--- src/common/core_pkg.sv ---
// core shared types
// widths, opcodes and decoded instruction

package core_pkg;

    typedef logic [15:0] word_t;        // data and instruction word
    typedef logic [23:0] addr_t;        // byte address
    typedef logic [ 2:0] reg_sel_t;
    typedef logic [ 3:0] opcode_t;      // ir[15:12]
    typedef logic [ 2:0] alu_op_t;      // ir[5:3]
    typedef logic [ 1:0] cond_t;        // ir[9:8] for JR
    typedef logic [ 2:0] mem_kind_t;

    // instruction classes, unlisted values run as no operation
    localparam opcode_t OP_LDI  = 4'h1;
    localparam opcode_t OP_ALU  = 4'h2;
    localparam opcode_t OP_LDW  = 4'h3;
    localparam opcode_t OP_STW  = 4'h4;
    localparam opcode_t OP_STB  = 4'h5;
    localparam opcode_t OP_JR   = 4'h6;
    localparam opcode_t OP_HALT = 4'hf;

    localparam alu_op_t ALU_ADD = 3'd0;
    localparam alu_op_t ALU_SUB = 3'd1;
    localparam alu_op_t ALU_AND = 3'd2;
    localparam alu_op_t ALU_OR  = 3'd3;
    localparam alu_op_t ALU_XOR = 3'd4;

    localparam cond_t COND_ALWAYS = 2'd0;
    localparam cond_t COND_Z      = 2'd1;
    localparam cond_t COND_NZ     = 2'd2;  // 3 never jumps

    localparam mem_kind_t MEM_NONE  = 3'd0;
    localparam mem_kind_t MEM_FETCH = 3'd1;
    localparam mem_kind_t MEM_LOAD  = 3'd2;
    localparam mem_kind_t MEM_STW   = 3'd3;
    localparam mem_kind_t MEM_STB   = 3'd4;

    typedef struct packed {
        logic z;    // bit 2
        logic c;
        logic s;    // bit 0
    } flags_t;

    typedef struct packed {
        opcode_t  opcode;
        reg_sel_t dst;
        reg_sel_t src;
        alu_op_t  alu_op;
        cond_t    cond;
        logic [7:0] imm8;
    } inst_t;

    typedef enum logic [2:0] {
        RESET_WAIT,
        FETCH,
        DECODE,
        EXEC,
        MEM_WAIT,
        WRITEBACK,
        HALTED
    } ctrl_state_t;

    typedef struct packed {
        mem_kind_t kind;
        addr_t     addr;
        word_t     wdata;
    } mem_req_t;

endpackage
--- src/hdl/core_top.sv ---
// register CPU core top

module core_top (
    input  logic                clk,
    input  logic                rst_n,
    input  logic                cen,
    input  core_pkg::word_t     ram_dout,
    input  logic [7:0]          dmp_addr,
    output core_pkg::addr_t     ram_addr,
    output core_pkg::word_t     ram_din,
    output logic [1:0]          ram_we,
    output logic [7:0]          dmp_din,
    output logic                halted
);

    core_pkg::mem_req_t ctrl_req, ram_req;
    logic               ram_rdy;
    core_pkg::word_t    ram_rdata;

    core_pkg::reg_sel_t rd_a, rd_b, wr_sel;
    logic               wr_en, wr_data_sel;
    core_pkg::word_t    imm, wr_data;
    core_pkg::word_t    a_out, b_out, alu_result;
    core_pkg::alu_op_t  alu_op;
    logic               alu_we;
    core_pkg::flags_t   flags;

    logic               pc_inc, pc_jump;
    core_pkg::addr_t    pc, pc_disp;

    // data accesses take address and data from the register file
    always_comb begin
        ram_req = ctrl_req;
        if (ctrl_req.kind != core_pkg::MEM_NONE && ctrl_req.kind != core_pkg::MEM_FETCH) begin
            ram_req.addr  = {8'h00, a_out};
            ram_req.wdata = b_out;
        end
    end

    assign wr_data = wr_data_sel ? alu_result : imm;

    core_ctrl u_ctrl (
        .clk         ( clk         ),
        .rst_n       ( rst_n       ),
        .cen         ( cen         ),
        .pc          ( pc          ),
        .mem_rdy     ( ram_rdy     ),
        .mem_rdata   ( ram_rdata   ),
        .flags       ( flags       ),
        .mem_req     ( ctrl_req    ),
        .rd_a        ( rd_a        ),
        .rd_b        ( rd_b        ),
        .wr_en       ( wr_en       ),
        .wr_sel      ( wr_sel      ),
        .wr_data_sel ( wr_data_sel ),
        .imm         ( imm         ),
        .alu_op      ( alu_op      ),
        .alu_we      ( alu_we      ),
        .pc_inc      ( pc_inc      ),
        .pc_jump     ( pc_jump     ),
        .pc_disp     ( pc_disp     ),
        .halted      ( halted      )
    );

    core_regs u_regs (
        .clk      ( clk      ),
        .rst_n    ( rst_n    ),
        .cen      ( cen      ),
        .rd_a     ( rd_a     ),
        .rd_b     ( rd_b     ),
        .wr_en    ( wr_en    ),
        .wr_sel   ( wr_sel   ),
        .wr_data  ( wr_data  ),
        .pc       ( pc       ),
        .flags    ( flags    ),
        .dmp_addr ( dmp_addr ),
        .a_out    ( a_out    ),
        .b_out    ( b_out    ),
        .dmp_din  ( dmp_din  )
    );

    core_alu u_alu (
        .clk    ( clk        ),
        .rst_n  ( rst_n      ),
        .cen    ( cen        ),
        .a      ( a_out      ),     // destination operand
        .b      ( b_out      ),
        .op     ( alu_op     ),
        .we     ( alu_we     ),
        .result ( alu_result ),
        .flags  ( flags      )
    );

    core_ramctl u_ramctl (
        .clk      ( clk       ),
        .rst_n    ( rst_n     ),
        .cen      ( cen       ),
        .req      ( ram_req   ),
        .ram_dout ( ram_dout  ),
        .rdy      ( ram_rdy   ),
        .rdata    ( ram_rdata ),
        .ram_addr ( ram_addr  ),
        .ram_din  ( ram_din   ),
        .ram_we   ( ram_we    )
    );

    core_pc u_pc (
        .clk   ( clk     ),
        .rst_n ( rst_n   ),
        .cen   ( cen     ),
        .inc   ( pc_inc  ),
        .jump  ( pc_jump ),
        .disp  ( pc_disp ),
        .pc    ( pc      )
    );

endmodule

--- src/ctrl/core_ctrl.sv ---
// core sequencer
// fetch, decode and execute FSM

module core_ctrl (
    input  logic                clk,
    input  logic                rst_n,
    input  logic                cen,
    input  core_pkg::addr_t     pc,
    input  logic                mem_rdy,
    input  core_pkg::word_t     mem_rdata,
    input  core_pkg::flags_t    flags,
    output core_pkg::mem_req_t  mem_req,
    output core_pkg::reg_sel_t  rd_a,
    output core_pkg::reg_sel_t  rd_b,
    output logic                wr_en,
    output core_pkg::reg_sel_t  wr_sel,
    output logic                wr_data_sel,
    output core_pkg::word_t     imm,
    output core_pkg::alu_op_t   alu_op,
    output logic                alu_we,
    output logic                pc_inc,
    output logic                pc_jump,
    output core_pkg::addr_t     pc_disp,
    output logic                halted
);

    core_pkg::ctrl_state_t state, state_nxt;
    core_pkg::word_t       ir;
    core_pkg::inst_t       inst;
    core_pkg::inst_t       dec;
    logic                  wait_ld;    // MEM_WAIT serves a load, else a fetch
    logic                  take_jr;

    // split the instruction word into fields
    always_comb begin
        dec.opcode = ir[15:12];
        dec.dst    = ir[10:8];
        dec.src    = ir[2:0];
        dec.alu_op = ir[5:3];
        dec.cond   = ir[9:8];
        dec.imm8   = ir[7:0];
    end

    always_comb begin
        case (inst.cond)
            core_pkg::COND_ALWAYS: take_jr = 1'b1;
            core_pkg::COND_Z:      take_jr = flags.z;
            core_pkg::COND_NZ:     take_jr = !flags.z;
            default:               take_jr = 1'b0;
        endcase
    end

    always_comb begin
        state_nxt = state;
        case (state)
            core_pkg::RESET_WAIT: state_nxt = core_pkg::FETCH;
            core_pkg::FETCH:      state_nxt = core_pkg::MEM_WAIT;
            core_pkg::MEM_WAIT: begin
                if (mem_rdy) state_nxt = wait_ld ? core_pkg::WRITEBACK : core_pkg::DECODE;
            end
            core_pkg::DECODE:     state_nxt = core_pkg::EXEC;
            core_pkg::EXEC: begin
                case (inst.opcode)
                    core_pkg::OP_LDW:  state_nxt = core_pkg::MEM_WAIT;
                    core_pkg::OP_HALT: state_nxt = core_pkg::HALTED;
                    default:           state_nxt = core_pkg::FETCH;
                endcase
            end
            core_pkg::WRITEBACK:  state_nxt = core_pkg::FETCH;
            core_pkg::HALTED:     state_nxt = core_pkg::HALTED;   // stays until reset
            default:              state_nxt = core_pkg::RESET_WAIT;
        endcase
    end

    always_ff @(posedge clk or negedge rst_n) begin
        if (!rst_n) begin
            state   <= core_pkg::RESET_WAIT;
            wait_ld <= 1'b0;
        end else if (cen) begin
            state <= state_nxt;
            if (state == core_pkg::FETCH || state == core_pkg::EXEC) begin
                wait_ld <= state == core_pkg::EXEC;
            end
        end
    end

    always_ff @(posedge clk) begin
        if (cen) begin
            if (state == core_pkg::MEM_WAIT && mem_rdy && !wait_ld) ir <= mem_rdata;
            if (state == core_pkg::DECODE) inst <= dec;
        end
    end

    // strobes, qualified by cen in the blocks that take them
    always_comb begin
        mem_req     = '0;
        wr_en       = 1'b0;
        wr_data_sel = 1'b0;
        alu_we      = 1'b0;
        pc_inc      = 1'b0;
        pc_jump     = 1'b0;
        case (state)
            core_pkg::FETCH: begin
                mem_req.kind = core_pkg::MEM_FETCH;
                mem_req.addr = pc;
                pc_inc       = 1'b1;
            end
            core_pkg::EXEC: begin
                case (inst.opcode)
                    core_pkg::OP_LDI: wr_en = 1'b1;
                    core_pkg::OP_ALU: begin
                        wr_en       = 1'b1;
                        wr_data_sel = 1'b1;
                        alu_we      = 1'b1;
                    end
                    core_pkg::OP_LDW: mem_req.kind = core_pkg::MEM_LOAD;
                    core_pkg::OP_STW: mem_req.kind = core_pkg::MEM_STW;
                    core_pkg::OP_STB: mem_req.kind = core_pkg::MEM_STB;
                    core_pkg::OP_JR:  pc_jump = take_jr;
                    default: ;
                endcase
            end
            core_pkg::WRITEBACK: wr_en = 1'b1;    // load data through imm
            default: ;
        endcase
    end

    assign rd_a    = inst.opcode == core_pkg::OP_LDW ? inst.src : inst.dst;
    assign rd_b    = inst.src;
    assign wr_sel  = inst.dst;
    assign imm     = state == core_pkg::WRITEBACK ? mem_rdata : {8'h00, inst.imm8};
    assign alu_op  = inst.alu_op;
    assign pc_disp = {{16{inst.imm8[7]}}, inst.imm8};   // word count, pc doubles it
    assign halted  = state == core_pkg::HALTED;

    // the RAM port stays quiet while a read is in flight
    assert property (@(posedge clk) disable iff (!rst_n)
        state == core_pkg::MEM_WAIT |-> mem_req.kind == core_pkg::MEM_NONE);

endmodule

--- src/hdl/core_pc.sv ---
// program counter

module core_pc (
    input  logic             clk,
    input  logic             rst_n,
    input  logic             cen,
    input  logic             inc,
    input  logic             jump,
    input  core_pkg::addr_t  disp,
    output core_pkg::addr_t  pc
);

    always_ff @(posedge clk or negedge rst_n) begin
        if (!rst_n) begin
            pc <= '0;
        end else if (cen) begin
            if (inc) begin
                pc <= pc + 24'd2;
            end else if (jump) begin
                pc <= pc + {disp[22:0], 1'b0}; // pc already points past the JR
            end
        end
    end

    assert property (@(posedge clk) disable iff (!rst_n) pc[0] == 1'b0);

endmodule

--- src/hdl/core_ramctl.sv ---
// RAM port sequencer
// fetch, load and store over one port

module core_ramctl (
    input  logic                clk,
    input  logic                rst_n,
    input  logic                cen,
    input  core_pkg::mem_req_t  req,
    input  core_pkg::word_t     ram_dout,
    output logic                rdy,
    output core_pkg::word_t     rdata,
    output core_pkg::addr_t     ram_addr,
    output core_pkg::word_t     ram_din,
    output logic [1:0]          ram_we
);

    core_pkg::addr_t addr_q;    // address of the pending read
    logic            rd_req;
    logic            rd_pend;   // RAM data shows up this cycle

    assign rd_req   = req.kind == core_pkg::MEM_FETCH || req.kind == core_pkg::MEM_LOAD;
    assign ram_addr = req.kind != core_pkg::MEM_NONE ? req.addr : addr_q;

    // byte lanes
    always_comb begin
        ram_din = req.wdata;
        ram_we  = 2'b00;
        case (req.kind)
            core_pkg::MEM_STW: ram_we = 2'b11;
            core_pkg::MEM_STB: begin
                ram_din = {req.wdata[7:0], req.wdata[7:0]};
                ram_we  = req.addr[0] ? 2'b10 : 2'b01;  // odd address is the high lane
            end
            default: ;
        endcase
    end

    always_ff @(posedge clk or negedge rst_n) begin
        if (!rst_n) begin
            rd_pend <= 1'b0;
            rdy     <= 1'b0;
            addr_q  <= '0;
        end else if (cen) begin
            rd_pend <= rd_req;
            rdy     <= rd_pend;             // one cycle after the latch loads
            if (rd_req) addr_q <= req.addr;
        end
    end

    always_ff @(posedge clk) begin
        if (cen && rd_pend) rdata <= ram_dout;
    end

    assert property (@(posedge clk) disable iff (!rst_n)
        rd_pend |-> ram_we == 2'b00);

endmodule

--- src/hdl/core_regs.sv ---
// general register file
// with byte dump port

module core_regs (
    input  logic                clk,
    input  logic                rst_n,
    input  logic                cen,
    input  core_pkg::reg_sel_t  rd_a,
    input  core_pkg::reg_sel_t  rd_b,
    input  logic                wr_en,
    input  core_pkg::reg_sel_t  wr_sel,
    input  core_pkg::word_t     wr_data,
    input  core_pkg::addr_t     pc,
    input  core_pkg::flags_t    flags,
    input  logic [7:0]          dmp_addr,
    output core_pkg::word_t     a_out,
    output core_pkg::word_t     b_out,
    output logic [7:0]          dmp_din
);

    core_pkg::word_t regs [8];
    core_pkg::word_t dmp_word;

    always_ff @(posedge clk or negedge rst_n) begin
        if (!rst_n) begin
            regs <= '{default: '0};
        end else if (cen && wr_en) begin
            regs[wr_sel] <= wr_data;
        end
    end

    assign a_out = regs[rd_a];
    assign b_out = regs[rd_b];

    // dump map: regs, then pc low first, then flags
    always_comb begin
        dmp_word = regs[dmp_addr[3:1]];
        dmp_din  = 8'h00;
        if (dmp_addr < 8'd16) begin
            dmp_din = dmp_addr[0] ? dmp_word[15:8] : dmp_word[7:0];
        end else begin
            case (dmp_addr)
                8'd16:   dmp_din = pc[7:0];
                8'd17:   dmp_din = pc[15:8];
                8'd18:   dmp_din = pc[23:16];
                8'd19:   dmp_din = {5'd0, flags};
                default: dmp_din = 8'h00;
            endcase
        end
    end

    // write data comes from ALU, immediate or RAM latch
    assert property (@(posedge clk) disable iff (!rst_n)
        cen && wr_en |-> !$isunknown(wr_data));

endmodule

--- src/hdl/core_alu.sv ---
// 16-bit ALU
// result is combinational, flags registered

module core_alu (
    input  logic               clk,
    input  logic               rst_n,
    input  logic               cen,
    input  core_pkg::word_t    a,
    input  core_pkg::word_t    b,
    input  core_pkg::alu_op_t  op,
    input  logic               we,
    output core_pkg::word_t    result,
    output core_pkg::flags_t   flags
);

    logic [16:0] ext;   // bit 16 is carry or borrow

    always_comb begin
        case (op)
            core_pkg::ALU_ADD: ext = {1'b0, a} + {1'b0, b};
            core_pkg::ALU_SUB: ext = {1'b0, a} - {1'b0, b};  // borrow lands in bit 16
            core_pkg::ALU_AND: ext = {1'b0, a & b};
            core_pkg::ALU_OR:  ext = {1'b0, a | b};
            core_pkg::ALU_XOR: ext = {1'b0, a ^ b};
            default:           ext = '0;
        endcase
    end

    assign result = ext[15:0];

    always_ff @(posedge clk or negedge rst_n) begin
        if (!rst_n) begin
            flags <= '0;
        end else if (cen && we) begin
            flags.z <= ext[15:0] == 16'h0000;
            flags.c <= ext[16];
            flags.s <= ext[15];
        end
    end

endmodule

--- config.mk ---
export PLATFORM = sky130hd
export DESIGN_NAME = core_top
export DESIGN_NICKNAME = d
export VERILOG_FILES = /design/src/common/core_pkg.sv /design/src/hdl/core_top.sv /design/src/ctrl/core_ctrl.sv /design/src/hdl/core_pc.sv /design/src/hdl/core_ramctl.sv /design/src/hdl/core_regs.sv /design/src/hdl/core_alu.sv
export SDC_FILE = /design/constraint.sdc
export NUM_CORES = 1
export LEC_CHECK = 0
export ABC_AREA = 1
export BUFFER_PORTS_ARGS = -buffer_cell sky130_fd_sc_hd__buf_2
export CAP_MARGIN = 20
export CORE_MARGIN = 1
export CORE_UTILIZATION = 50
export DETAILED_ROUTE_END_ITERATION = 7
export GPL_TIMING_DRIVEN = 1
export PLACE_DENSITY = 0.7
export SYNTH_ARGS = -nofsm -noshare
export SYNTH_HDL_FRONTEND = slang
export SYNTH_SLANG_ARGS = --single-unit
--- constraint.sdc ---
create_clock -name clk -period 3.25 [get_ports clk]
set_input_delay 0.325 -clock clk [delete_from_list [all_inputs] [get_ports clk]]
set_output_delay 0.325 -clock clk [all_outputs]
set_load 0.02 [all_outputs]
==> metrics <==
status finished, violations left; violated checks negative setup slack; Gate Count Post-Synth 2,436; Routed wire per std cell 20.3 um; most frequent cells in the layout 759 x nand2_1, 317 x buf_4, 252 x inv_1, 233 x o21ai_0, 184 x dfrtp_1; mapped cell area around 17,000 sq um; area of the multi-input gates 9870 sq um; DP HPWL ~48,000 um; Synth Register Bits 230; CTS tree built; sequential fraction of the synthesis area 0.353; clk_lat worst skew 580 ps; Worst Path Max Fanout 11; Routed Antenna Nets 0; clock sinks between 200 and 250; Final setup viols between 100 and 150; dpl ws -716 ps; max incr delay on CP 460 ps; Reg clk slew, reported paths 60 ps; num rows 67; DR iter-0 viols 2,349; Yosys warnings 0; Worst setup EP type register; Synthesized Nets 2,539; Leak Pwr approximately 11 nW; Hold Crit Class primary input to register; Util after Layout 0.661; number of global-route vias before repair 17,413; critical path's slowest cell edfxtp_1; Max Root-Sink Buffers 3; family with the most delay on the worst path simple AND/OR/NAND/NOR gates; largest net degree at the start of global routing 70; hold_sp cen; crit path cell chain buf_4, o21ai_1, nand3_1, nand2_2, buf_6, nand3_4, nor2_4, nand2_2, nand2_4, xor2_2, ha_4, buf_6, nand2_2, nand2_1, inv_1, nor2_1, nor2_2, nand4_1, nand3_2, nand2_4, a22oi_2, buf_12, o21ai_0; routed wire length approximately 66,000 um; initial antenna violation count 1; gr usage total 0.384; Hold Vio Cnt, Final 0; type of the worst setup path register to register; max_cap viols 0; Cell Area, Placed roughly 20,000 sq um; synth unique cells 57; Storage cell area 5990 sq um; Worst EP required 3690 ps; Post-synth EDFFs 46; CP startpoint kind register; Pre-antenna DRT Iters 6; RSZ-0062 raised after global routing true; Worst Path Buf+Inv 5; Arrival @ worst endpoint just over 4000 ps; ys flop type dfrtp_1; via count 18,744; # DRC 0; global-route wire length before repair a little under 100,000 um; Design Power 18.0 mW; nets 2,896; final worst setup slack -456 ps; R2R Path Start u_ctrl.pc_disp[0]$_DFFE_PP_; Starting Density 0.506; Mean Syn Cell Area 6.95 sq um; CP dominant cell by count nand2_2; root buf cell clkbuf_16; final instance area 22,100 sq um; # H-tree levels 1; RD Place Congestion 1.00; fmax 0.270 GHz; Min Hold Slack 85.0 ps; Max Slew Vio Count 0; Power Dens Cells between 800 and 900 nW/um^2; TritonCTS Buffers 29; FFs w/ async S/R, synth 0.800; clk_skew 15.9 ps; die width 186 um; actual slew at the worst max-slew pin between 900 and 1000 ps; Fillers 2,913; die area 34,600 sq um; most common cell after layout, fill and taps aside nand2_1; Peak VDD IR 0.000623 V; crit path from u_ctrl.pc_disp[0]$_DFFE_PP_; Area Overhead vs Synth 30.6%; Avg Vias per Cell 5.74; Core Box Area around 33,000 sq um; IO Port Bufs 77; fraction of layout instances using a drive strength above 1 0.242; # diodes 0; Congestion Overflow GR 0; Period Utilization, post-route 1.14; Tmin final 3710 ps; Slew HR 0.356; IO Pins 78; Die H 186 um
[through the flow]
step	TNS, ps	std cells
6_report	-36830	3263
5_1_grt	-66240	3263
4_1_cts	-26810	3259
3_5_place_dp	-59050	3176
3_3_place_gp	-51600	3176
2_1_floorplan	0	2436
[cell type report]
class | instances | share of cell area
multi-input combinational | 1804 | 0.446
sequential | 230 | 0.271
timing repair buffer | 446 | 0.163
inverter | 282 | 0.0483
clock buffer | 39 | 0.0378
tap | 448 | 0.0253
clock inverter | 14 | 0.00865
[synth_stat cells, types with 3 or more instances]
master	number	share of area
nand2_1	810	0.18
inv_1	261	0.058
o21ai_0	260	0.077
dfrtp_1	184	0.27
nor2_1	128	0.028
nand3_1	123	0.036
a21oi_1	102	0.030
o211ai_1	94	0.042
ha_1	74	0.055
edfxtp_1	46	0.082
buf_2	41	0.012
o21ai_1	35	0.010
clkbuf_1	31	0.0069
buf_4	28	0.012
o22ai_1	17	0.0063
xor2_1	17	0.0088
inv_2	15	0.0033
nand4_1	15	0.0055
o21ai_2	15	0.0078
buf_6	12	0.0080
nor3_1	12	0.0035
a221oi_1	9	0.0047
or2_2	9	0.0033
buf_1	8	0.0018
nand2_2	8	0.0030
o2111ai_1	8	0.0041
nor2_4	7	0.0047
nand3b_1	6	0.0027
clkinv_1	5	0.0011
nor2_2	5	0.0018
nor4_1	5	0.0018
a31oi_1	4	0.0015
xnor2_1	4	0.0021
nand2_4	3	0.0020
o21a_1	3	0.0013
o221ai_1	3	0.0016
o31ai_1	3	0.0013
[what timing repair did]
item	CTS	global route
pin swaps	23	24
setup endpoints to repair	130	144
setup buffers	11	4
endpoints found under the hold margin	81	0
resized for setup	154	64
gates cloned	2	0
hold buffers	17	0
[final timing paths]
| kind | to | slack (ps) | cells after the start |
|---|---|---|---|
| min in group asynchronous | u_regs.regs[58]$_DFFE_PN0P_ | 340 | 2 |
| max in group asynchronous | u_regs.regs[83]$_DFFE_PN0P_ | 2080 | 3 |
| min | u_ctrl.state[0]$_DFFE_PN0P_ | 80 | 2 |
| min reg2reg | u_ctrl.inst[20]$_DFFE_PP_ | 420 | 0 |
| max | u_regs.regs[76]$_DFFE_PN0P_ | -460 | 23 |
| max reg2reg | u_regs.regs[76]$_DFFE_PN0P_ | -460 | 23 |
[sequential cells by signal, summed over array words and instances (netlist names), 2 cells and up]
name             cells
u_alu.flags          3
u_ctrl.inst          5
u_ctrl.ir           15
u_ctrl.pc_disp       8
u_ctrl.state         3
u_ctrl.wr_sel        2
u_pc.pc             23
u_ramctl.addr_q     24
u_ramctl.rdata      16
u_regs.regs        128
[where the power goes]
part	switching, mW	internal, mW	total [mW]	leakage (nW)
Clock	1.38	2.12	3.50	0.491
Sequential	0.677	3.91	4.59	2.63
Combinational	5.83	4.04	9.87	7.74
[metal layers]
layer	vias up	share of wire	track usage
met5	-	0	0
met1	8766	0.42	0.522
met4	0	0.052	0.190
met3	213	0.11	0.0996
met2	1012	0.42	0.563
li1	8753	-	-
[kinds of logic (layout without fill, tap and decap cells)]
group           Yosys count  count (layout)  share of synthesized area
buf+inv                 402             781                      0.104
xor+xnor                 21              21                     0.0109
simple gates           1140            1140                      0.278
fa+ha+maj                76              76                     0.0570
flops                   230             230                      0.353
compound gates          567             567                      0.197
No activity file was read; power rests on OpenSTA's default activity.
